## src/include/nocchk_defines.svh

```systemverilog
`ifndef NOCCHK_DEFINES_SVH
`define NOCCHK_DEFINES_SVH

// Mesh dimensions
`define NOCCHK_SIZE_X 3
`define NOCCHK_SIZE_Y 3

// Field widths
`define NOCCHK_DATA_W  32
`define NOCCHK_COORD_W 2
`define NOCCHK_TAG_W   8
`define NOCCHK_LEN_W   8
`define NOCCHK_TYPE_W  3

// Head flit layout
`define NOCCHK_TYPE_MSB  31
`define NOCCHK_TYPE_LSB  29
`define NOCCHK_DST_X_MSB 28
`define NOCCHK_DST_X_LSB 27
`define NOCCHK_DST_Y_MSB 26
`define NOCCHK_DST_Y_LSB 25
`define NOCCHK_SRC_X_MSB 24
`define NOCCHK_SRC_X_LSB 23
`define NOCCHK_SRC_Y_MSB 22
`define NOCCHK_SRC_Y_LSB 21
`define NOCCHK_TAG_MSB   20
`define NOCCHK_TAG_LSB   13
`define NOCCHK_LEN_MSB   12
`define NOCCHK_LEN_LSB   5
`define NOCCHK_STATUS_BIT 4

// Payload of every error response data flit
`define NOCCHK_ERROR_DATA 32'hbad0_da7a

`endif
```

## src/verilog/nocchk_pkg.sv

```systemverilog
`default_nettype none

`include "nocchk_defines.svh"

package nocchk_pkg;

  // ************************************************************
  // Flit field types
  // ************************************************************
  typedef logic [`NOCCHK_DATA_W-1:0]  flit_data_t;
  typedef logic [`NOCCHK_COORD_W-1:0] coord_t;
  typedef logic [`NOCCHK_TAG_W-1:0]   tag_t;
  typedef logic [`NOCCHK_LEN_W-1:0]   burst_len_t;
  typedef logic [`NOCCHK_TYPE_W-1:0]  ptype_t;

  // Packet type codes carried in the head flit
  localparam ptype_t PTYPE_POSTED_WRITE = 3'd0;
  localparam ptype_t PTYPE_NP_WRITE     = 3'd1;
  localparam ptype_t PTYPE_READ         = 3'd2;
  localparam ptype_t PTYPE_RESPONSE     = 3'd4;
  localparam ptype_t PTYPE_RESPONSE_DATA = 3'd5;

  // ************************************************************
  // State machines
  // ************************************************************
  typedef enum logic [1:0] {
    ROUTE_IDLE,
    ROUTE_NORMAL,
    ROUTE_ERROR
  } route_state_t;

  typedef enum logic [1:0] {
    RESP_IDLE,
    RESP_DRAIN,
    RESP_HEAD,
    RESP_DATA
  } resp_state_t;

endpackage

`default_nettype wire

```

## src/verilog/flit_if.sv

```systemverilog
`timescale 1ns/1ps
`default_nettype none

interface flit_if import nocchk_pkg::*; ();

  logic       valid;
  logic       ready;
  logic       head;
  logic       tail;
  flit_data_t data;

  // The sender holds valid and the flit until ready is seen
  modport sender (
    output valid, head, tail, data,
    input  ready
  );

  modport receiver (
    input  valid, head, tail, data,
    output ready
  );

endinterface

`default_nettype wire

```

## src/verilog/error_checker_top.sv

```systemverilog
`timescale 1ns/1ps
`default_nettype none

module error_checker_top import nocchk_pkg::*; (
  input  logic       clk,
  input  logic       rst_n,
  input  logic       flit_in_valid,
  output logic       flit_in_ready,
  input  logic       flit_in_head,
  input  logic       flit_in_tail,
  input  flit_data_t flit_in_data,
  output logic       flit_out_valid,
  input  logic       flit_out_ready,
  output logic       flit_out_head,
  output logic       flit_out_tail,
  output flit_data_t flit_out_data
);

  logic resp_busy;

  flit_if in_if ();
  flit_if norm_if ();
  flit_if err_if ();
  flit_if resp_if ();

  assign in_if.valid   = flit_in_valid;
  assign in_if.head    = flit_in_head;
  assign in_if.tail    = flit_in_tail;
  assign in_if.data    = flit_in_data;
  assign flit_in_ready = in_if.ready;

  route_decoder u_route_decoder (
    .clk     (clk),
    .rst_n   (rst_n),
    .in_if   (in_if),
    .norm_if (norm_if),
    .err_if  (err_if),
    .busy    (resp_busy)
  );

  error_responder u_error_responder (
    .clk     (clk),
    .rst_n   (rst_n),
    .req_if  (err_if),
    .resp_if (resp_if),
    .busy    (resp_busy)
  );

  flit_merger u_flit_merger (
    .clk            (clk),
    .rst_n          (rst_n),
    .norm_if        (norm_if),
    .resp_if        (resp_if),
    .flit_out_valid (flit_out_valid),
    .flit_out_ready (flit_out_ready),
    .flit_out_head  (flit_out_head),
    .flit_out_tail  (flit_out_tail),
    .flit_out_data  (flit_out_data)
  );

endmodule

`default_nettype wire

```

## src/verilog/flit_merger.sv

```systemverilog
`timescale 1ns/1ps
`default_nettype none

module flit_merger import nocchk_pkg::*; (
  input  logic       clk,
  input  logic       rst_n,
  flit_if.receiver   norm_if,
  flit_if.receiver   resp_if,
  output logic       flit_out_valid,
  input  logic       flit_out_ready,
  output logic       flit_out_head,
  output logic       flit_out_tail,
  output flit_data_t flit_out_data
);

  logic       locked;
  logic       grant_resp;
  logic       sel_resp;
  logic       sel_valid;
  logic       sel_head;
  logic       sel_tail;
  flit_data_t sel_data;
  logic       slice_ready;
  logic       in_xfer;
  logic       out_free;
  logic       skid_valid;
  logic       skid_head;
  logic       skid_tail;
  flit_data_t skid_data;

  // ************************************************************
  // Packet-locked arbiter
  // ************************************************************
  // Responses win when the arbiter is free
  assign sel_resp  = locked ? grant_resp : resp_if.valid;
  assign sel_valid = sel_resp ? resp_if.valid : norm_if.valid;
  assign sel_head  = sel_resp ? resp_if.head  : norm_if.head;
  assign sel_tail  = sel_resp ? resp_if.tail  : norm_if.tail;
  assign sel_data  = sel_resp ? resp_if.data  : norm_if.data;

  assign norm_if.ready = !sel_resp && slice_ready;
  assign resp_if.ready = sel_resp && slice_ready;
  assign in_xfer       = sel_valid && slice_ready;

  always_ff @(posedge clk or negedge rst_n) begin
    if (!rst_n) begin
      locked     <= 1'b0;
      grant_resp <= 1'b0;
    end else if (in_xfer) begin
      if (sel_tail) begin
        locked <= 1'b0;
      end else if (sel_head) begin
        locked     <= 1'b1;
        grant_resp <= sel_resp;
      end
    end
  end

  a_grant_held: assert property (
    @(posedge clk) disable iff (!rst_n)
    (locked && !(in_xfer && sel_tail)) |=> (locked && (grant_resp == $past(grant_resp)))
  );

  // ************************************************************
  // Two-entry output slice
  // ************************************************************
  assign slice_ready = !skid_valid;
  assign out_free    = !flit_out_valid || flit_out_ready;

  always_ff @(posedge clk or negedge rst_n) begin
    if (!rst_n) begin
      flit_out_valid <= 1'b0;
      skid_valid     <= 1'b0;
    end else if (out_free) begin
      flit_out_valid <= skid_valid || in_xfer;
      skid_valid     <= 1'b0;
    end else if (in_xfer) begin
      skid_valid <= 1'b1;
    end
  end

  always_ff @(posedge clk) begin
    if (out_free) begin
      flit_out_head <= skid_valid ? skid_head : sel_head;
      flit_out_tail <= skid_valid ? skid_tail : sel_tail;
      flit_out_data <= skid_valid ? skid_data : sel_data;
    end else if (in_xfer) begin
      skid_head <= sel_head;
      skid_tail <= sel_tail;
      skid_data <= sel_data;
    end
  end

endmodule

`default_nettype wire

```

## src/verilog/error_responder.sv

```systemverilog
`timescale 1ns/1ps
`default_nettype none

`include "nocchk_defines.svh"

module error_responder import nocchk_pkg::*; (
  input  logic     clk,
  input  logic     rst_n,
  flit_if.receiver req_if,
  flit_if.sender   resp_if,
  output logic     busy
);

  resp_state_t state;
  ptype_t      req_type;
  ptype_t      cur_type;
  coord_t      req_src_x;
  coord_t      req_src_y;
  coord_t      req_dst_x;
  coord_t      req_dst_y;
  tag_t        req_tag;
  burst_len_t  resp_cnt;
  logic        req_xfer;
  logic        resp_xfer;
  logic        needs_resp;
  flit_data_t  resp_head_data;

  // ************************************************************
  // Request side
  // ************************************************************
  assign req_if.ready = (state == RESP_IDLE) || (state == RESP_DRAIN);
  assign req_xfer     = req_if.valid && req_if.ready;
  assign resp_xfer    = resp_if.valid && resp_if.ready;
  assign busy         = (state != RESP_IDLE);

  // A single-flit request is decided from the live flit, not the latched copy
  assign cur_type = (state == RESP_IDLE) ?
                    req_if.data[`NOCCHK_TYPE_MSB:`NOCCHK_TYPE_LSB] : req_type;

  // Posted writes and stray responses get no answer
  assign needs_resp = (cur_type == PTYPE_NP_WRITE) || (cur_type == PTYPE_READ);

  always_ff @(posedge clk) begin
    if ((state == RESP_IDLE) && req_xfer) begin
      req_type  <= req_if.data[`NOCCHK_TYPE_MSB:`NOCCHK_TYPE_LSB];
      req_dst_x <= req_if.data[`NOCCHK_DST_X_MSB:`NOCCHK_DST_X_LSB];
      req_dst_y <= req_if.data[`NOCCHK_DST_Y_MSB:`NOCCHK_DST_Y_LSB];
      req_src_x <= req_if.data[`NOCCHK_SRC_X_MSB:`NOCCHK_SRC_X_LSB];
      req_src_y <= req_if.data[`NOCCHK_SRC_Y_MSB:`NOCCHK_SRC_Y_LSB];
      req_tag   <= req_if.data[`NOCCHK_TAG_MSB:`NOCCHK_TAG_LSB];
    end
  end

  // ************************************************************
  // Response FSM
  // ************************************************************
  always_ff @(posedge clk or negedge rst_n) begin
    if (!rst_n) begin
      state <= RESP_IDLE;
    end else begin
      case (state)
        RESP_IDLE, RESP_DRAIN: begin
          if (req_xfer) begin
            if (!req_if.tail) begin
              state <= RESP_DRAIN;
            end else begin
              state <= needs_resp ? RESP_HEAD : RESP_IDLE;
            end
          end
        end
        RESP_HEAD: begin
          if (resp_xfer) begin
            state <= (resp_cnt == '0) ? RESP_IDLE : RESP_DATA;
          end
        end
        RESP_DATA: begin
          if (resp_xfer && (resp_cnt == burst_len_t'(1))) begin
            state <= RESP_IDLE;
          end
        end
        default: state <= RESP_IDLE;
      endcase
    end
  end

  // Only reads ask for data, everything else answers with a bare head
  always_ff @(posedge clk or negedge rst_n) begin
    if (!rst_n) begin
      resp_cnt <= '0;
    end else if ((state == RESP_IDLE) && req_xfer) begin
      if (req_if.data[`NOCCHK_TYPE_MSB:`NOCCHK_TYPE_LSB] == PTYPE_READ) begin
        resp_cnt <= req_if.data[`NOCCHK_LEN_MSB:`NOCCHK_LEN_LSB];
      end else begin
        resp_cnt <= '0;
      end
    end else if ((state == RESP_DATA) && resp_xfer) begin
      resp_cnt <= resp_cnt - burst_len_t'(1);
    end
  end

  // Source and destination swap so the answer goes back to the sender
  always_comb begin
    resp_head_data = '0;
    resp_head_data[`NOCCHK_TYPE_MSB:`NOCCHK_TYPE_LSB] =
      (resp_cnt != '0) ? PTYPE_RESPONSE_DATA : PTYPE_RESPONSE;
    resp_head_data[`NOCCHK_DST_X_MSB:`NOCCHK_DST_X_LSB] = req_src_x;
    resp_head_data[`NOCCHK_DST_Y_MSB:`NOCCHK_DST_Y_LSB] = req_src_y;
    resp_head_data[`NOCCHK_SRC_X_MSB:`NOCCHK_SRC_X_LSB] = req_dst_x;
    resp_head_data[`NOCCHK_SRC_Y_MSB:`NOCCHK_SRC_Y_LSB] = req_dst_y;
    resp_head_data[`NOCCHK_TAG_MSB:`NOCCHK_TAG_LSB]     = req_tag;
    resp_head_data[`NOCCHK_LEN_MSB:`NOCCHK_LEN_LSB]     = resp_cnt;
    resp_head_data[`NOCCHK_STATUS_BIT]                  = 1'b1;
  end

  assign resp_if.valid = (state == RESP_HEAD) || (state == RESP_DATA);
  assign resp_if.head  = (state == RESP_HEAD);
  assign resp_if.tail  = (state == RESP_HEAD) ? (resp_cnt == '0) :
                                                (resp_cnt == burst_len_t'(1));
  assign resp_if.data  = (state == RESP_HEAD) ? resp_head_data : `NOCCHK_ERROR_DATA;

  a_no_resp_in_drain: assert property (
    @(posedge clk) disable iff (!rst_n)
    (state == RESP_DRAIN) |-> !resp_if.valid
  );

endmodule

`default_nettype wire

```

## src/verilog/route_decoder.sv

```systemverilog
`timescale 1ns/1ps
`default_nettype none

`include "nocchk_defines.svh"

module route_decoder import nocchk_pkg::*; (
  input  logic     clk,
  input  logic     rst_n,
  flit_if.receiver in_if,
  flit_if.sender   norm_if,
  flit_if.sender   err_if,
  input  logic     busy
);

  route_state_t state;
  route_state_t route;
  coord_t       dst_x;
  coord_t       dst_y;
  logic         invalid_dest;
  logic         stall;
  logic         in_xfer;

  // ************************************************************
  // Destination check on the head flit
  // ************************************************************
  assign dst_x = in_if.data[`NOCCHK_DST_X_MSB:`NOCCHK_DST_X_LSB];
  assign dst_y = in_if.data[`NOCCHK_DST_Y_MSB:`NOCCHK_DST_Y_LSB];

  assign invalid_dest = (int'(dst_x) >= `NOCCHK_SIZE_X) ||
                        (int'(dst_y) >= `NOCCHK_SIZE_Y);

  // In IDLE the current flit is a head and decides the route,
  // afterwards the latched route holds until the tail
  always_comb begin
    if (state == ROUTE_IDLE) begin
      route = invalid_dest ? ROUTE_ERROR : ROUTE_NORMAL;
    end else begin
      route = state;
    end
  end

  // Only one error packet may be in flight, so new heads wait for the responder
  assign stall = (state == ROUTE_IDLE) && busy;

  // ************************************************************
  // Steering
  // ************************************************************
  assign norm_if.valid = in_if.valid && !stall && (route == ROUTE_NORMAL);
  assign norm_if.head  = in_if.head;
  assign norm_if.tail  = in_if.tail;
  assign norm_if.data  = in_if.data;

  assign err_if.valid = in_if.valid && !stall && (route == ROUTE_ERROR);
  assign err_if.head  = in_if.head;
  assign err_if.tail  = in_if.tail;
  assign err_if.data  = in_if.data;

  always_comb begin
    if (stall) begin
      in_if.ready = 1'b0;
    end else if (route == ROUTE_ERROR) begin
      in_if.ready = err_if.ready;
    end else begin
      in_if.ready = norm_if.ready;
    end
  end

  assign in_xfer = in_if.valid && in_if.ready;

  always_ff @(posedge clk or negedge rst_n) begin
    if (!rst_n) begin
      state <= ROUTE_IDLE;
    end else if (in_xfer) begin
      if (in_if.tail) begin
        state <= ROUTE_IDLE;
      end else if (state == ROUTE_IDLE) begin
        state <= route;
      end
    end
  end

  // Heads only start a packet from IDLE
  a_head_in_idle: assert property (
    @(posedge clk) disable iff (!rst_n)
    (in_xfer && in_if.head) |-> (state == ROUTE_IDLE)
  );

  // The responder's busy flag keeps the next packet out
  a_head_not_busy: assert property (
    @(posedge clk) disable iff (!rst_n)
    (in_xfer && in_if.head) |-> !busy
  );

endmodule

`default_nettype wire

```

## config.mk

```make
export PLATFORM = sky130hd
export DESIGN_NAME = error_checker_top
export DESIGN_NICKNAME = d
export VERILOG_FILES = /design/src/verilog/nocchk_pkg.sv /design/src/verilog/flit_if.sv /design/src/verilog/error_checker_top.sv /design/src/verilog/flit_merger.sv /design/src/verilog/error_responder.sv /design/src/verilog/route_decoder.sv
export VERILOG_INCLUDE_DIRS = /design/src /design/src/include
export SDC_FILE = /design/constraint.sdc
export NUM_CORES = 1
export LEC_CHECK = 0
export ABC_AREA = 1
export BUFFER_PORTS_ARGS = -buffer_cell sky130_fd_sc_hd__buf_2
export CELL_PAD_IN_SITES_DETAIL_PLACEMENT = 0
export CELL_PAD_IN_SITES_GLOBAL_PLACEMENT = 1
export CORE_UTILIZATION = 40
export CTS_BUF_LIST = sky130_fd_sc_hd__clkbuf_8
export DETAILED_ROUTE_END_ITERATION = 10
export PLACE_DENSITY_LB_ADDON = 0.1
export SLEW_MARGIN = 15
export SYNTH_ARGS = -nofsm -noshare
export SYNTH_HDL_FRONTEND = slang
export SYNTH_HIERARCHICAL = 1
export SYNTH_SLANG_ARGS = --single-unit
```

## constraint.sdc

```tcl
create_clock -name clk -period 4.34 [get_ports clk]
set_input_delay 0.217 -clock clk [delete_from_list [all_inputs] [get_ports clk]]
set_output_delay 0.217 -clock clk [all_outputs]
set_load 0.01 [all_outputs]
```

-- Word level (Yosys, flattened, before mapping)
Index checks and enable logic that the tools add are counted.
W data, S select, Z words.
- bits of input ports: 38
- output and inout port bits: 36
- logic and storage cells: 106
- register bits after elaboration: 103
- eq/ne operators: 12
- bitwise operators: 2
- magnitude comparators: 2
- muxes and demuxes: 32
- reductions and logical operators: 38
- add/subtract/negate cells: 1
- operators by type and width (kind ; count):
    $mux W32 ; 3
    $mux W8 ; 3
    $mux W2 ; 10
    $mux W1 ; 14
    $logic_and A1 B1 Y1 ; 13
    $reduce_bool A2 Y1 ; 5
    $eq A8 B1 Y1 const B ; 1
    $logic_not A8 Y1 ; 1
    $reduce_bool A8 Y1 ; 1
    $sub A8 B1 Y8 const B ; 1
    $eq A2 B2 Y1 const B ; 3
    $eq A3 B2 Y1 const B ; 2
    $logic_or A1 B1 Y1 ; 6
    $pmux W2 S3 ; 1
    $reduce_and A2 Y1 ; 3
    $reduce_and A3 Y1 ; 2
    $eq A2 B1 Y1 const B ; 2
    $ge A2 B2 Y1 const B ; 2
    $logic_not A1 Y1 ; 4
    $logic_not A2 Y1 ; 2
    $ne A2 B1 Y1 const B ; 2
    $eq A3 B1 Y1 const B ; 1
    $mux W3 ; 1
    $ne A2 B2 Y1 const B ; 1
    2 further kinds ; 3

-- Longest topological paths before layout
Gate-level depths: netlist of the first run.
- depth after elaboration: 10
- gate-level depth with buffers: 13
- mapped depth without buffers: 13

-- By module
Netlist of the first run, hierarchy kept.
- modules (own cells, without submodules) (module ; cells each ; area an instance (um^2) ; times used ; sequential area each (um^2)):
    flit_merger ; 298 ; 3203.1 ; 1 ; 2142.1
    error_responder ; 203 ; 1740.4 ; 1 ; 820.8
    route_decoder ; 99 ; 713.2 ; 1 ; 50.0

-- Worst setup path before layout of the first run
No wires, ideal clock.
- path kind: reg-to-reg
- from: register u_flit_merger.flit_out_valid
- to: register u_flit_merger.skid_data[0] (enable)
- slack: 0.387 ns
- arrival: 3.485 ns
- clock period less this slack: 3.953 ns
- path buffers: 0
- cell stages (with the launch flop): 5
- cells stage by stage: dfrtp_1 > inv_1 > nor2_1 > inv_1 > nor3_1
- cells in the longest elaborated chain, start to end: 4
- ends and longest elaborated chain (what ; line ; RTL):
    start, declared ; flit_merger.sv:9 ; output logic flit_out_valid,
    start signal, assigned ; flit_merger.sv:75 ; flit_out_valid <= skid_valid || in_xfer;
    $logic_not A1 Y1 ; flit_merger.sv:68 ; assign out_free = !flit_out_valid || flit_out_ready;
    $logic_or A1 B1 Y1 ; flit_merger.sv:68 ;
    via u_flit_merger.out_free ; flit_merger.sv:25 ; logic out_free;
    $not A1 Y1 (no source line) ; -- ;
    $reduce_and A2 Y1 (no source line) ; -- ;
    end signal, assigned ; flit_merger.sv:90 ; skid_data <= sel_data;
    end, declared ; flit_merger.sv:29 ; flit_data_t skid_data;
The timed path passes the listed nets, and every way through them passes these cells.
A chain may end at the register's enable or synchronous reset.

-- Worst setup path after layout of the first run
- from: register u_error_responder.state[1]
- to: register u_error_responder.resp_cnt[5]
- elaborated cells between the ends (all ways): 19
- RTL lines (what ; line ; RTL):
    start, declared ; error_responder.sv:14 ; resp_state_t state;
    start signal, assigned ; error_responder.sv:67 ; state <= needs_resp ? RESP_HEAD : RESP_IDLE;
    start signal, assigned ; error_responder.sv:73 ; state <= (resp_cnt == '0) ? RESP_IDLE : RESP_DATA;
    $eq A2 B2 Y1 ; error_responder.sv:115 ; assign resp_if.valid = (state == RESP_HEAD) || (state == RESP_DATA);
    $logic_or A1 B1 Y1 (*) ; error_responder.sv:115 ;
    $mux W1 (*) ; flit_merger.sv:35 ; assign sel_resp = locked ? grant_resp : resp_if.valid;
    $logic_and A1 B1 Y1 (*) ; flit_merger.sv:42 ; assign resp_if.ready = sel_resp && slice_ready;
    via resp_if.ready ; flit_if.sv:7 ; logic ready;
    $logic_and A1 B1 Y1 (*) ; error_responder.sv:33 ; assign resp_xfer = resp_if.valid && resp_if.ready;
    $logic_and A1 B1 Y1 (*) ; error_responder.sv:96 ; end else if ((state == RESP_DATA) && resp_xfer) begin
    $reduce_bool A2 Y1 (no source line) (*) ; -- ;
    end signal, assigned ; error_responder.sv:92 ; resp_cnt <= req_if.data[`NOCCHK_LEN_MSB:`NOCCHK_LEN_LSB];
    end signal, assigned ; error_responder.sv:97 ; resp_cnt <= resp_cnt - burst_len_t'(1);
    end, declared ; error_responder.sv:22 ; burst_len_t resp_cnt;
The timed path passes the listed nets; every way through them passes the cells marked *.

==> results, run 1 <==
- The headroom to the max-slew limit is 25.7%.
- The post-detailed-route wirelength per cell is 14.4 um.
- After layout, the worst path uses 56.7% of the clock period.
- The number of antenna violations at the first check in global routing is 0.
- The clock input transition at the sequential cells of the worst setup and hold paths is 0.09 ns.
- Total power for the finished layout comes to 4.07 mW.
- The placed instances occupy a cell area of 5530 sq um.
- The worst hold path belongs to the class in -> reg.
- The number of cells upsized or downsized after cts is 0.
- TritonCTS built the clock tree.
- The residual DRC count is 0.
- In this run the static leakage power is 2.59 nW.
- The placement row count is 42.
- The final core utilization is 42.7%.
- Yosys printed 6 warnings.
- The number of buffers and inverters on the critical path is 1.
- The count of endpoints failing setup in the final report is 0.
- For the worst setup path, the data required time is 4.61 ns.
- The final RePlAce weighted congestion is 0.767.
- The net count of the finished layout is 635.
- The first detailed-routing pass took 6 iterations.
- Grouping stages by cell kind, the critical path spends the most delay in simple AND/OR/NAND/NOR gates.
- Once routing completed, OpenROAD measured the worst setup slack at 1.88 ns.
- The standard cell core area is 13500 sq um.
- The internal cell power is 2.44 mW.
- The count of port buffers added during placement is 73.
- The area growth from synthesis to layout is 2.41%.
- The number of antenna diodes is 0.
- The die height is 120 um.
- The post-synth design cell area is 5610 sq um.
- The worst setup path is captured at a flop.
- The sequential share of power is 42.0%.
- The cell with the largest stage delay on the worst path is sky130_fd_sc_hd__dfrtp_1.
- The count of pins over their slew limit was 0.
- The smallest hold slack is 0.0350 ns.
- The area taken by flip-flops and latches is 3010 sq um.
- The total overflow reported by the global router is 0.
- The worst setup path is of the reg -> reg kind.
- The fraction of power spent switching nets is 40.0%.
- The total clock buffers created by CTS is 9.
- After the first detailed-routing iteration, the DRC count stood at 276.
- The largest buffer count on any clock path is 2.
- The count of nets left with antenna violations once routing finished came out at 0.
- In this run, the clock network consumes 15.7% of the power.
- The smallest clock period supported by the final layout is computed as 2.46 ns.
- Dividing the detail-routed via count by the number of cells gives 4.81.
- The total via count after detailed routing is 3731.
- STA classifies the critical path startpoint as a flop.
- The final number of hold-violating endpoints was 0.
- The multi-input combinational cell area is 1740 sq um.
- The maximum clock rate is 407 MHz.
- The number of sinks handled by clock tree synthesis is 103.
- Across the routed clock network, the largest skew measured is 0.00866 ns.
- The proportion of power drawn by combinational gates is 42.4%.
- STA puts the critical path data arrival time at 2.73 ns.
- The maximum vdd drop is 0.230 mV.
- The post-route cell area is 5750 sq um.
- The routed wire length is 11200 um.
- The first global-routing pass estimated 17900 um of wire.
- After legalization and detailed placement, the total HPWL measured 7380 um.
- The die width is 120 um.
- The tree is rooted in a sky130_fd_sc_hd__clkbuf_8.
- The count of hold-fix buffers inserted at cts is 1.
- The max capacitance violation total is 0.
- The via count of the first global-routing pass is 3450.
- The total power divided by cell area is 708 nW/um^2.
- The CTS H-tree depth is 3.
- In this run the worst path has a maximum fanout of 34.
- The average footprint of a synthesized cell is 9.45 sq um.
- The post-CTS setup repair buffer count is 0.
- The die covers 14500 sq um.
- Prior to clock tree synthesis, the placed netlist has a worst setup slack of 1.87 ns.
- Setup repair after global routing left no endpoint under its margin.
- The internal reg-to-reg setup slack is 1.88 ns.
- The clock network latency to the later pin of the worst-skew pair is 0.37 ns.
- The flow ran to the end, and the final reports show no timing, DRC or antenna violations.
- The global-route usage over all layers is 16.4%.
- The layout filler cell count is 1385.
- The maximum number of pins on one net before global-route repair is 67.
- After routing, the total negative slack on setup checks comes to 0 ns.
- The fraction of layout instances using a drive strength above 1 is 23.2%.
- The initial standard-cell utilization of the core is 41.7%.
- Summed over all nets, the switching power comes to 1.63 mW.
- The cell count after synthesis came out at 594.
- On the worst path, the slowest cell contributes a delay of 0.62 ns.
- Pin placement for this block handled 74 I/O pins.
- The worst-margin pin slew is 1.11 ns.
- The signal on the critical path passes through inv_1 -> nand2_1 -> nand2_2 -> nor2_1 -> nand2_4 -> nand2_4 -> nand3_1 -> nor3_1 -> nor2_1.
- The final standard cell count with taps included and fillers excluded is 776.
- The number of placed instances, taps included, is 759.
-- per-layer routing --
| metal | part of all wire (%) | GRT usage [%] | up-vias |
|---|---|---|---|
| li1 | - | - | 1872 |
| met1 | 47 | 22.4 | 1746 |
| met2 | 46 | 25.9 | 102 |
| met3 | 5.0 | 2.59 | 11 |
| met4 | 1.4 | 6.71 | 0 |
| met5 | 0 | 0 | - |
-- cells in the final DEF, fill, tap and decap left out, types with 5 or more instances in the layout --
| cell type | instances |
|---|---|
| sky130_fd_sc_hd__edfxtp_1 | 87 |
| sky130_fd_sc_hd__nor2_1 | 63 |
| sky130_fd_sc_hd__conb_1 | 5 |
| sky130_fd_sc_hd__clkbuf_8 | 9 |
| sky130_fd_sc_hd__o21ai_0 | 5 |
| sky130_fd_sc_hd__buf_2 | 73 |
| sky130_fd_sc_hd__nand2_2 | 10 |
| sky130_fd_sc_hd__or2_2 | 8 |
| sky130_fd_sc_hd__nand3_1 | 22 |
| sky130_fd_sc_hd__nand3_2 | 7 |
| sky130_fd_sc_hd__inv_1 | 44 |
| sky130_fd_sc_hd__inv_2 | 5 |
| sky130_fd_sc_hd__nand2_4 | 5 |
| sky130_fd_sc_hd__nand2_1 | 170 |
| sky130_fd_sc_hd__a31oi_1 | 32 |
| sky130_fd_sc_hd__dfrtp_1 | 16 |
| sky130_fd_sc_hd__o21ai_2 | 6 |
-- power by group through the flow --
stage | sequential (mW) | combinational (mW) | clock, mW
floorplan | 1.80 | 1.32 | 0
global placement | 1.73 | 1.74 | 0
detailed placement | 1.74 | 1.75 | 0
CTS | 1.72 | 1.75 | 0.662
global route | 1.75 | 1.95 | 0.700
finish | 1.71 | 1.72 | 0.638
-- flip-flops by register name (all words and copies together) (netlist names), 2 cells and up --
register and flops:
u_error_responder/req_dst_y 2, u_flit_merger/flit_out_data 32, u_flit_merger/skid_data 32, u_error_responder/req_src_x 2, u_error_responder/req_src_y 2, u_error_responder/resp_cnt 8
u_error_responder/req_dst_x 2, u_error_responder/req_type 3, u_route_decoder/state 2, u_error_responder/req_tag 8, u_error_responder/state 2
-- worst paths after layout --
kind	start	depth (start not counted)	to
min reg2reg	u_route_decoder/state[1]	2	u_route_decoder/state[1]
max reg2reg	u_error_responder/state[1]	9	u_error_responder/resp_cnt[5]
min	flit_in_data[18]	1	u_error_responder/req_tag[5]
max	u_error_responder/state[1]	9	u_error_responder/resp_cnt[5]
max in group asynchronous	rst_n	2	u_error_responder/state[0]
min in group asynchronous	rst_n	2	u_error_responder/resp_cnt[2]
-- worst register-to-register path, stage by stage (launching register included) --
cell                      delay, ns
sky130_fd_sc_hd__dfrtp_1       0.62
sky130_fd_sc_hd__inv_1         0.12
sky130_fd_sc_hd__nand2_1       0.11
sky130_fd_sc_hd__nand2_2       0.44
sky130_fd_sc_hd__nor2_1        0.50
sky130_fd_sc_hd__nand2_4       0.11
sky130_fd_sc_hd__nand2_4       0.17
sky130_fd_sc_hd__nand3_1       0.10
sky130_fd_sc_hd__nor3_1        0.14
sky130_fd_sc_hd__nor2_1        0.05
-- area by class of cell --
| type | count | area share (%) |
|---|---|---|
| Multi-Input combinational cell | 358 | 30.3 |
| Sequential cell | 103 | 52.4 |
| Clock buffer | 9 | 2.16 |
| Timing Repair Buffer | 76 | 6.79 |
| Tap cell | 176 | 3.83 |
| Clock inverter | 7 | 1.42 |
| Inverter | 47 | 3.11 |
No activity file was read; power rests on OpenSTA's default activity.
==> run 2, diff against run 1 <==
Settings changed: ABC_AREA 1 to 0.
Clock period 4.34 ns to 2.2 ns, I/O delays scaled along.
==> results, run 2 <==
- The fraction of layout instances using a drive strength above 1 is 45.2% (+22 points).
- The sequential share of power is 62.2% (+20 points).
- The synthesized instance count is 400 (-33%).
- By instance count, the cell type seen most on the critical path is sky130_fd_sc_hd__mux2_4.
- The cell with the largest stage delay on the worst path is sky130_fd_sc_hd__dfrtp_1.
- The number of buffers and inverters on the critical path is 3 (+2).
- The headroom to the max-slew limit is 60.4% (+35 points).
- The clock period minus worst slack is 2.11 ns (-0.352 ns).
- The largest buffer count on any clock path is 2 (unchanged).
- The maximum number of pins on one net before global-route repair is 41 (-39%).
- The die width was 119 um (-1.1%).
- The reported net switching power came to 0.730 mW (-55%).
- The logic depth of the worst register-to-register path is 7 (-2).
- The average footprint of a synthesized cell came to 13.7 sq um (+45%).
- The via count of the first global-routing pass was 3053 (-12%).
- The count of port buffers added during placement is 73 (unchanged).
- The max capacitance violation total is 0 (unchanged).
- The sort of element at the end of the critical path is a flop.
- The total overflow reported by the global router came to 0 (unchanged).
- Broken down by cell family, the worst path's largest delay share belongs to multiplexers.
- The routed wire length was 11100 um (-0.66%).
- The required time at the endpoint of the critical path came to 2.33 ns (-2.28 ns).
- The final core utilization is 47.0% (+4.3 points).
- The vias per cell is 4.87 (+1.4%).
- The placement row count is 42 (unchanged).
- The total power divided by cell area is 540 nW/um^2 (-24%).
- The startpoint type of the worst setup path is a flop.
- Relative to the synthesized area, the layout overhead comes to 14.0%.
- The detailed-router iteration count before antenna repair was 4 (-2).
- The maximum vdd drop is 0.299 mV (+30%).
- The residual DRC count is 0 (unchanged).
- The CTS H-tree depth is 3 (unchanged).
- Setup repair after global routing left no endpoint under its margin.
- The I/O pin total came to 74 (unchanged).
- The post-synth design cell area is 5490 sq um (-2.2%).
- The class of the most critical hold timing path is in -> reg.
- The flow ran to the end, and the final reports show no timing, DRC or antenna violations.
- The maximum fanout along the worst path is 26 (-24%).
- The critical path is of the reg -> reg type.
- The number of antenna diodes was 0 (unchanged).
- The worst path arrival time is 2.24 ns (-0.49 ns).
- The starting DRC count in detailed routing was 179 (-35%).
- The net count of the finished layout is 500 (-21%).
- The area enclosed by the die boundary is 14200 sq um (-2.2%).
- The total via count after detailed routing is 3124 (-16%).
- The reported leakage power came to 2.40 nW (-7.6%).
- The worst-margin pin slew came to 0.592 ns (-0.521 ns).
- The die height is 119 um (-1.1%).
- The count of cell instances traversed by the critical path was 7 (-2).
- The number of sinks handled by clock tree synthesis is 103 (unchanged).
- The final standard cell count with taps included and fillers excluded is 641 (-17%).
- The warning count from the yosys run is 6 (unchanged).
- The half-perimeter wire length after detailed placement is 7150 um (-3.1%).
- The post-placement cell area is 5710 sq um (+3.1%).
- The first-pass GRT wire length was 17400 um (-2.9%).
- The post-route antenna net violation count came to 0 (unchanged).
- The post-route setup TNS is 0 ns (unchanged).
- The count of endpoints failing setup in the final report is 0 (unchanged).
- The signal on the critical path passes through buf_12 -> inv_2 -> nor2_4 -> inv_1 -> or3_1 -> mux2_4 -> mux2_4.
- Leaving out fill and tap cells, the most frequent cell in the layout is sky130_fd_sc_hd__edfxtp_1.
- The clock tree root driver cell is sky130_fd_sc_hd__clkbuf_8.
- TritonCTS built the clock tree.
- The count of pins over their slew limit is 0 (unchanged).
- The proportion of power drawn by combinational gates is 3.9% (-39 points).
- The internal cell power is 2.65 mW (+8.5%).
- The layout filler cell count is 1203 (-13%).
- The delay of the slowest cell on the worst path is 0.41 ns (-0.21 ns).
- The clock network latency to the later pin of the worst-skew pair is 0.38 ns (about the same).
- The post-detailed-route wirelength per cell is 17.3 um (+20%).
- The standard cell core area is 13300 sq um (-1.2%).
- In the layout the commonest cells are sky130_fd_sc_hd__edfxtp_1, sky130_fd_sc_hd__buf_2, sky130_fd_sc_hd__mux2_4, sky130_fd_sc_hd__buf_4, sky130_fd_sc_hd__dlygate4sd3_1.
- The final RePlAce weighted congestion is 0.778 (+1.4%).
- The clock input transition at the sequential cells of the worst setup and hold paths was 0.10 ns (about the same).
- The internal reg-to-reg setup slack is 0.09 ns (-1.79 ns).
- The worst clock skew is 0.0106 ns (+0.00198 ns).
- The global-route usage over all layers is 16.6% (+0.24 points).
- The total clock buffers created by CTS is 9 (unchanged).
- The number of antenna violations at the first check in global routing is 0 (unchanged).
- The final number of hold-violating endpoints is 0 (unchanged).
- The instance count along the most critical hold path came to 2 (+1).
- The post-placement cell count is 595 (-22%).
- The initial standard-cell utilization of the core was 41.3% (-0.44 points).
- The maximum clock rate is 474 MHz (+17%).
- The final clock period utilization by the worst path was 95.8% (+39 points).
- The largest registers in the layout are u_flit_merger/flit_out_data (32), u_flit_merger/skid_data (32).
- The clock group share of total power is 33.9% (+18 points).
- The fraction of power spent switching nets is 21.6% (-18 points).
- The post-route cell area is 6250 sq um (+8.8%).
[run 2: worst reg2reg max path, cell delays in order, from the launching register on]
cell,delay [ns]
sky130_fd_sc_hd__dfrtp_1,0.41
sky130_fd_sc_hd__buf_12,0.19
sky130_fd_sc_hd__inv_2,0.12
sky130_fd_sc_hd__nor2_4,0.09
sky130_fd_sc_hd__inv_1,0.09
sky130_fd_sc_hd__or3_1,0.41
sky130_fd_sc_hd__mux2_4,0.29
sky130_fd_sc_hd__mux2_4,0.26
[run 2: metrics by stage]
| stage | power (mW) | setup WS [ns] | hold WS [ns] |
|---|---|---|---|
| finish | 3.38 | 0.0924 | 0.0344 |
| global route | 3.51 | 0.0130 | 0.0199 |
| CTS | 3.43 | 0.0447 | 0.00539 |
| floorplan | 2.26 | -0.198 | -0.186 |
| detailed placement | 2.25 | -0.374 | 0.0704 |
| global placement | 2.25 | -0.368 | 0.0739 |
[run 2: layer usage]
metal	vias to the layer above	routed length, um	track usage (%)
li1	1500	-	-
met1	1538	5650	24.2
met2	79	4930	24.1
met3	7	395	2.73
met4	0	109	7.36
met5	-	0	0
[run 2: cell type report]
cell class                 instances  area (sq um)  share of cell area (%)
timing repair buffer             129           926                    14.8
multi-input combinational        205          1860                    29.8
inverter                          12          45.0                   0.720
tap                              176           220                    3.52
sequential                       103          3020                    48.2
clock inverter                     5          33.8                   0.540
clock buffer                      11           151                    2.42
[run 2: path summary, 6_finish.rpt]
kind,to,from
worst min register to register,u_flit_merger/flit_out_data[6],u_flit_merger/skid_data[6]
max in group asynchronous,u_flit_merger/locked,rst_n
min in group asynchronous,u_route_decoder/state[0],rst_n
worst max register to register,u_flit_merger/flit_out_data[29],u_error_responder/state[1]
worst max-delay path,u_flit_merger/flit_out_data[29],u_error_responder/state[1]
worst min-delay path,u_error_responder/req_dst_x[1],flit_in_data[28]
[run 2: timing repair]
item | in CTS | in global routing
cloned | 1 | 0
endpoints found under the hold margin | 38 | 0
gates resized for setup | 4 | 5
endpoints found under the setup margin | 36 | 3
setup buffers | 6 | 0
hold buffers | 23 | 0
pin swaps | 2 | 0
[run 2: power by group through the flow]
stage | combinational (mW) | sequential, mW | clock (mW)
floorplan | 0.109 | 2.15 | 0
global placement | 0.101 | 2.14 | 0
detailed placement | 0.101 | 2.14 | 0
CTS | 0.133 | 2.10 | 1.20
global route | 0.143 | 2.10 | 1.26
finish | 0.130 | 2.10 | 1.15
==> run 3, diff against run 2 <==
Settings changed: PLACE_DENSITY from default to 0.7, PLACE_DENSITY_LB_ADDON 0.1 to default, SETUP_SLACK_MARGIN from default to 0.3.
Clock period 2.2 ns to 2.48 ns, I/O delays scaled along.
==> results, run 3 (synthesis gave the netlist of run 2 again) <==
- The largest buffer count on any clock path is 2 (unchanged).
- The cell sitting at the root of the clock tree is a sky130_fd_sc_hd__clkbuf_8.
- The worst clock skew is 0.0143 ns (+0.00370 ns).
- The maximum vdd drop is 0.269 mV (-10%).
- The reported leakage power is 2.35 nW (-2.1%).
- The global-route usage over all layers is 15.2% (-1.4 points).
- The number of antenna violations at the first check in global routing is 0 (unchanged).
- The max capacitance violation total came to 0 (unchanged).
- The area enclosed by the die boundary came to 14200 sq um (unchanged).
- TritonCTS built the clock tree.
- The number of sinks handled by clock tree synthesis is 103 (unchanged).
- The internal cell power is 2.40 mW (-9.4%).
- The proportion of power drawn by combinational gates is 3.8% (about the same).
- The CTS H-tree depth is 3 (unchanged).
- The sequential share of power is 61.3% (-0.9 points).
- The delay of the slowest cell on the worst path is 0.53 ns (+0.12 ns).
- The residual DRC count is 0 (unchanged).
- The first-pass GRT wire length is 16300 um (-6.6%).
- The critical path goes through dlygate4sd3_1 -> buf_2 -> a221o_1 -> o22ai_1 -> and2_4 -> a21boi_4 -> o211ai_1 -> nor2_4 -> bufbuf_16.
- The count of endpoints failing setup in the final report is 0 (unchanged).
- The starting DRC count in detailed routing is 179 (unchanged).
- The worst path uses 87.6% of the clock period.
- The maximum fanout along the worst path is 15 (-42%).
- The routed wire length was 10500 um (-5.2%).
- The worst path needs 2.17 ns of the cycle, external delays included.
- The sort of element at the end of the critical path is a flop.
- The logic depth of the worst register-to-register path was 7 (unchanged).
- The total overflow reported by the global router was 0 (unchanged).
- In the layout the commonest cells are sky130_fd_sc_hd__edfxtp_1, sky130_fd_sc_hd__buf_2, sky130_fd_sc_hd__mux2_4, sky130_fd_sc_hd__dlygate4sd3_1, sky130_fd_sc_hd__nand2_1.
- The clock input transition at the sequential cells of the worst setup and hold paths is 0.10 ns (about the same).
- The instance count along the most critical hold path is 3 (+1).
- The count of pins over their slew limit is 0 (unchanged).
- The largest registers in the layout are u_flit_merger/flit_out_data (32), u_flit_merger/skid_data (32).
- The net count of the finished layout was 486 (-2.8%).
- The fraction of power spent switching nets is 21.1% (-0.49 points).
- The standard cell core area is 13300 sq um (unchanged).
- The post-detailed-route wirelength per cell is 16.8 um (-2.9%).
- The category of the most critical setup path is in -> reg.
- The startpoint type of the worst setup path is an input port.
- The flow ran to the end, and the final reports show no timing, DRC or antenna violations.
- The maximum clock rate is 461 MHz.
- The clock network latency to the later pin of the worst-skew pair was 0.38 ns (about the same).
- The final RePlAce weighted congestion is 0.795 (+2.3%).
- The cell with the largest stage delay on the worst path is sky130_fd_sc_hd__dlygate4sd3_1.
- The required time at the endpoint of the critical path was 2.58 ns (+0.25 ns).
- The worst path arrival time is 2.27 ns (+0.03 ns).
- The half-perimeter wire length after detailed placement is 6730 um (-6.0%).
- The top cell family by delay on the critical path is buffers and inverters.
- The placement row count is 42 (unchanged).
- The total clock buffers created by CTS is 9 (unchanged).
- The initial standard-cell utilization of the core came to 41.3% (unchanged).
- The detailed-router iteration count before antenna repair is 4 (unchanged).
- The area growth from synthesis to layout is 13.1%.
- The post-route setup TNS is 0 ns (unchanged).
- The worst hold path belongs to the class in -> reg.
- The total via count after detailed routing is 3045 (-2.5%).
- The die height is 119 um (unchanged).
- The vias per cell is 4.86 (-0.19%).
- The fraction of layout instances using a drive strength above 1 is 43.6% (-1.6 points).
- The maximum number of pins on one net before global-route repair was 41 (unchanged).
- The count of port buffers added during placement was 73 (unchanged).
- The area taken by flip-flops and latches is 3020 sq um (unchanged).
- The number of antenna diodes is 0 (unchanged).
- The reported net switching power was 0.642 mW (-12%).
- The total power draw is 3.04 mW (-10%).
- The die width is 119 um (unchanged).
- The final number of hold-violating endpoints is 0 (unchanged).
- Setup repair after global routing could not meet its margin everywhere.
- The post-route antenna net violation count was 0 (unchanged).
- The layout filler cell count is 1204 (+0.083%).
- The clock group share of total power is 34.9% (+1.0 points).
- The I/O pin total came to 74 (unchanged).
- The count of cell instances traversed by the critical path is 9 (+2).
- The number of buffers and inverters on the critical path is 3 (unchanged).
- The multi-input combinational cell area is 1870 sq um (+0.40%).
- The via count of the first global-routing pass is 3057 (+0.13%).
- The total power divided by cell area came to 490 nW/um^2 (-9.3%).
- The library cell used most frequently in the layout, excluding fill and tap cells, is sky130_fd_sc_hd__edfxtp_1.
## run 3: cell count changes in the layout (fill, tap and decap cells not counted), moves of 2 or more
cell,change
sky130_fd_sc_hd__buf_4,-17
sky130_fd_sc_hd__inv_6,+2
sky130_fd_sc_hd__clkbuf_8,-2
sky130_fd_sc_hd__dlygate4sd3_1,+3
## run 3: through the flow
stage	area (sq um)	setup slack [ns]	instances	hold slack (ns)	utilization, %
after floorplan	5520	0.0823	403	-0.172	-
after global placement	5620	0.290	578	0.0883	42.2
after detailed placement	5620	0.290	578	0.0858	42.2
after CTS	6120	0.260	622	0.00471	46.0
after global routing	6210	0.242	626	0.0514	46.7
final	6210	0.309	626	0.00658	46.7
## run 3: power groups by stage
| stage | clock, mW | sequential, mW | combinational (mW) |
|---|---|---|---|
| final | 1.06 | 1.86 | 0.115 |
| after global routing | 1.15 | 1.86 | 0.126 |
| after CTS | 1.09 | 1.86 | 0.115 |
| after detailed placement | 0 | 1.90 | 0.0827 |
| after global placement | 0 | 1.90 | 0.0816 |
| after floorplan | 0 | 1.91 | 0.0967 |
## run 3: timing repair
item / CTS / global route
pin swaps: 1 / 5
cloned: 1 / 1
setup endpoints to repair: 31 / 41
gates resized for setup: 1 / 12
buffers inserted: 2 / 3
endpoints found under the hold margin: 41 / 0
hold buffers: 26 / 0
## run 3: final cells by class
class / count / area share [%]
Inverter: 12 / 0.726
Tap cell: 176 / 3.55
Sequential cell: 103 / 48.6
Timing Repair Buffer: 116 / 13.9
Multi-Input combinational cell: 204 / 30.1
Clock buffer: 9 / 2.00
Clock inverter: 6 / 1.11
## run 3: worst register-to-register path, stage by stage, from the launching register on
cell and delay (ns):
sky130_fd_sc_hd__dfrtp_2 0.45, sky130_fd_sc_hd__a221o_1 0.29, sky130_fd_sc_hd__o22ai_1 0.12, sky130_fd_sc_hd__and2_4 0.16, sky130_fd_sc_hd__a21boi_4 0.20, sky130_fd_sc_hd__o211ai_1 0.16
sky130_fd_sc_hd__nor2_4 0.18, sky130_fd_sc_hd__bufbuf_16 0.33
## run 3: worst paths after layout
path	startpoint	end	slack, ns
worst max-delay path	flit_in_data[25]	u_flit_merger/skid_data[8]	0.31
worst min-delay path	flit_in_data[12]	u_error_responder/resp_cnt[7]	0.007
worst max register to register	u_route_decoder/state[1]	u_flit_merger/skid_data[8]	0.31
worst min register to register	u_flit_merger/skid_data[12]	u_flit_merger/flit_out_data[12]	0.55
max in group asynchronous	rst_n	u_error_responder/state[0]	1.96
min in group asynchronous	rst_n	u_route_decoder/state[0]	0.20
## run 3: metal layers
layer / global-route usage, % / share of wire, % / vias to the layer above
li1: - / - / 1471
met1: 20.0 / 46 / 1497
met2: 24.3 / 48 / 64
met3: 2.30 / 3.6 / 13
met4: 7.28 / 1.9 / 0
met5: 0 / 0 / -
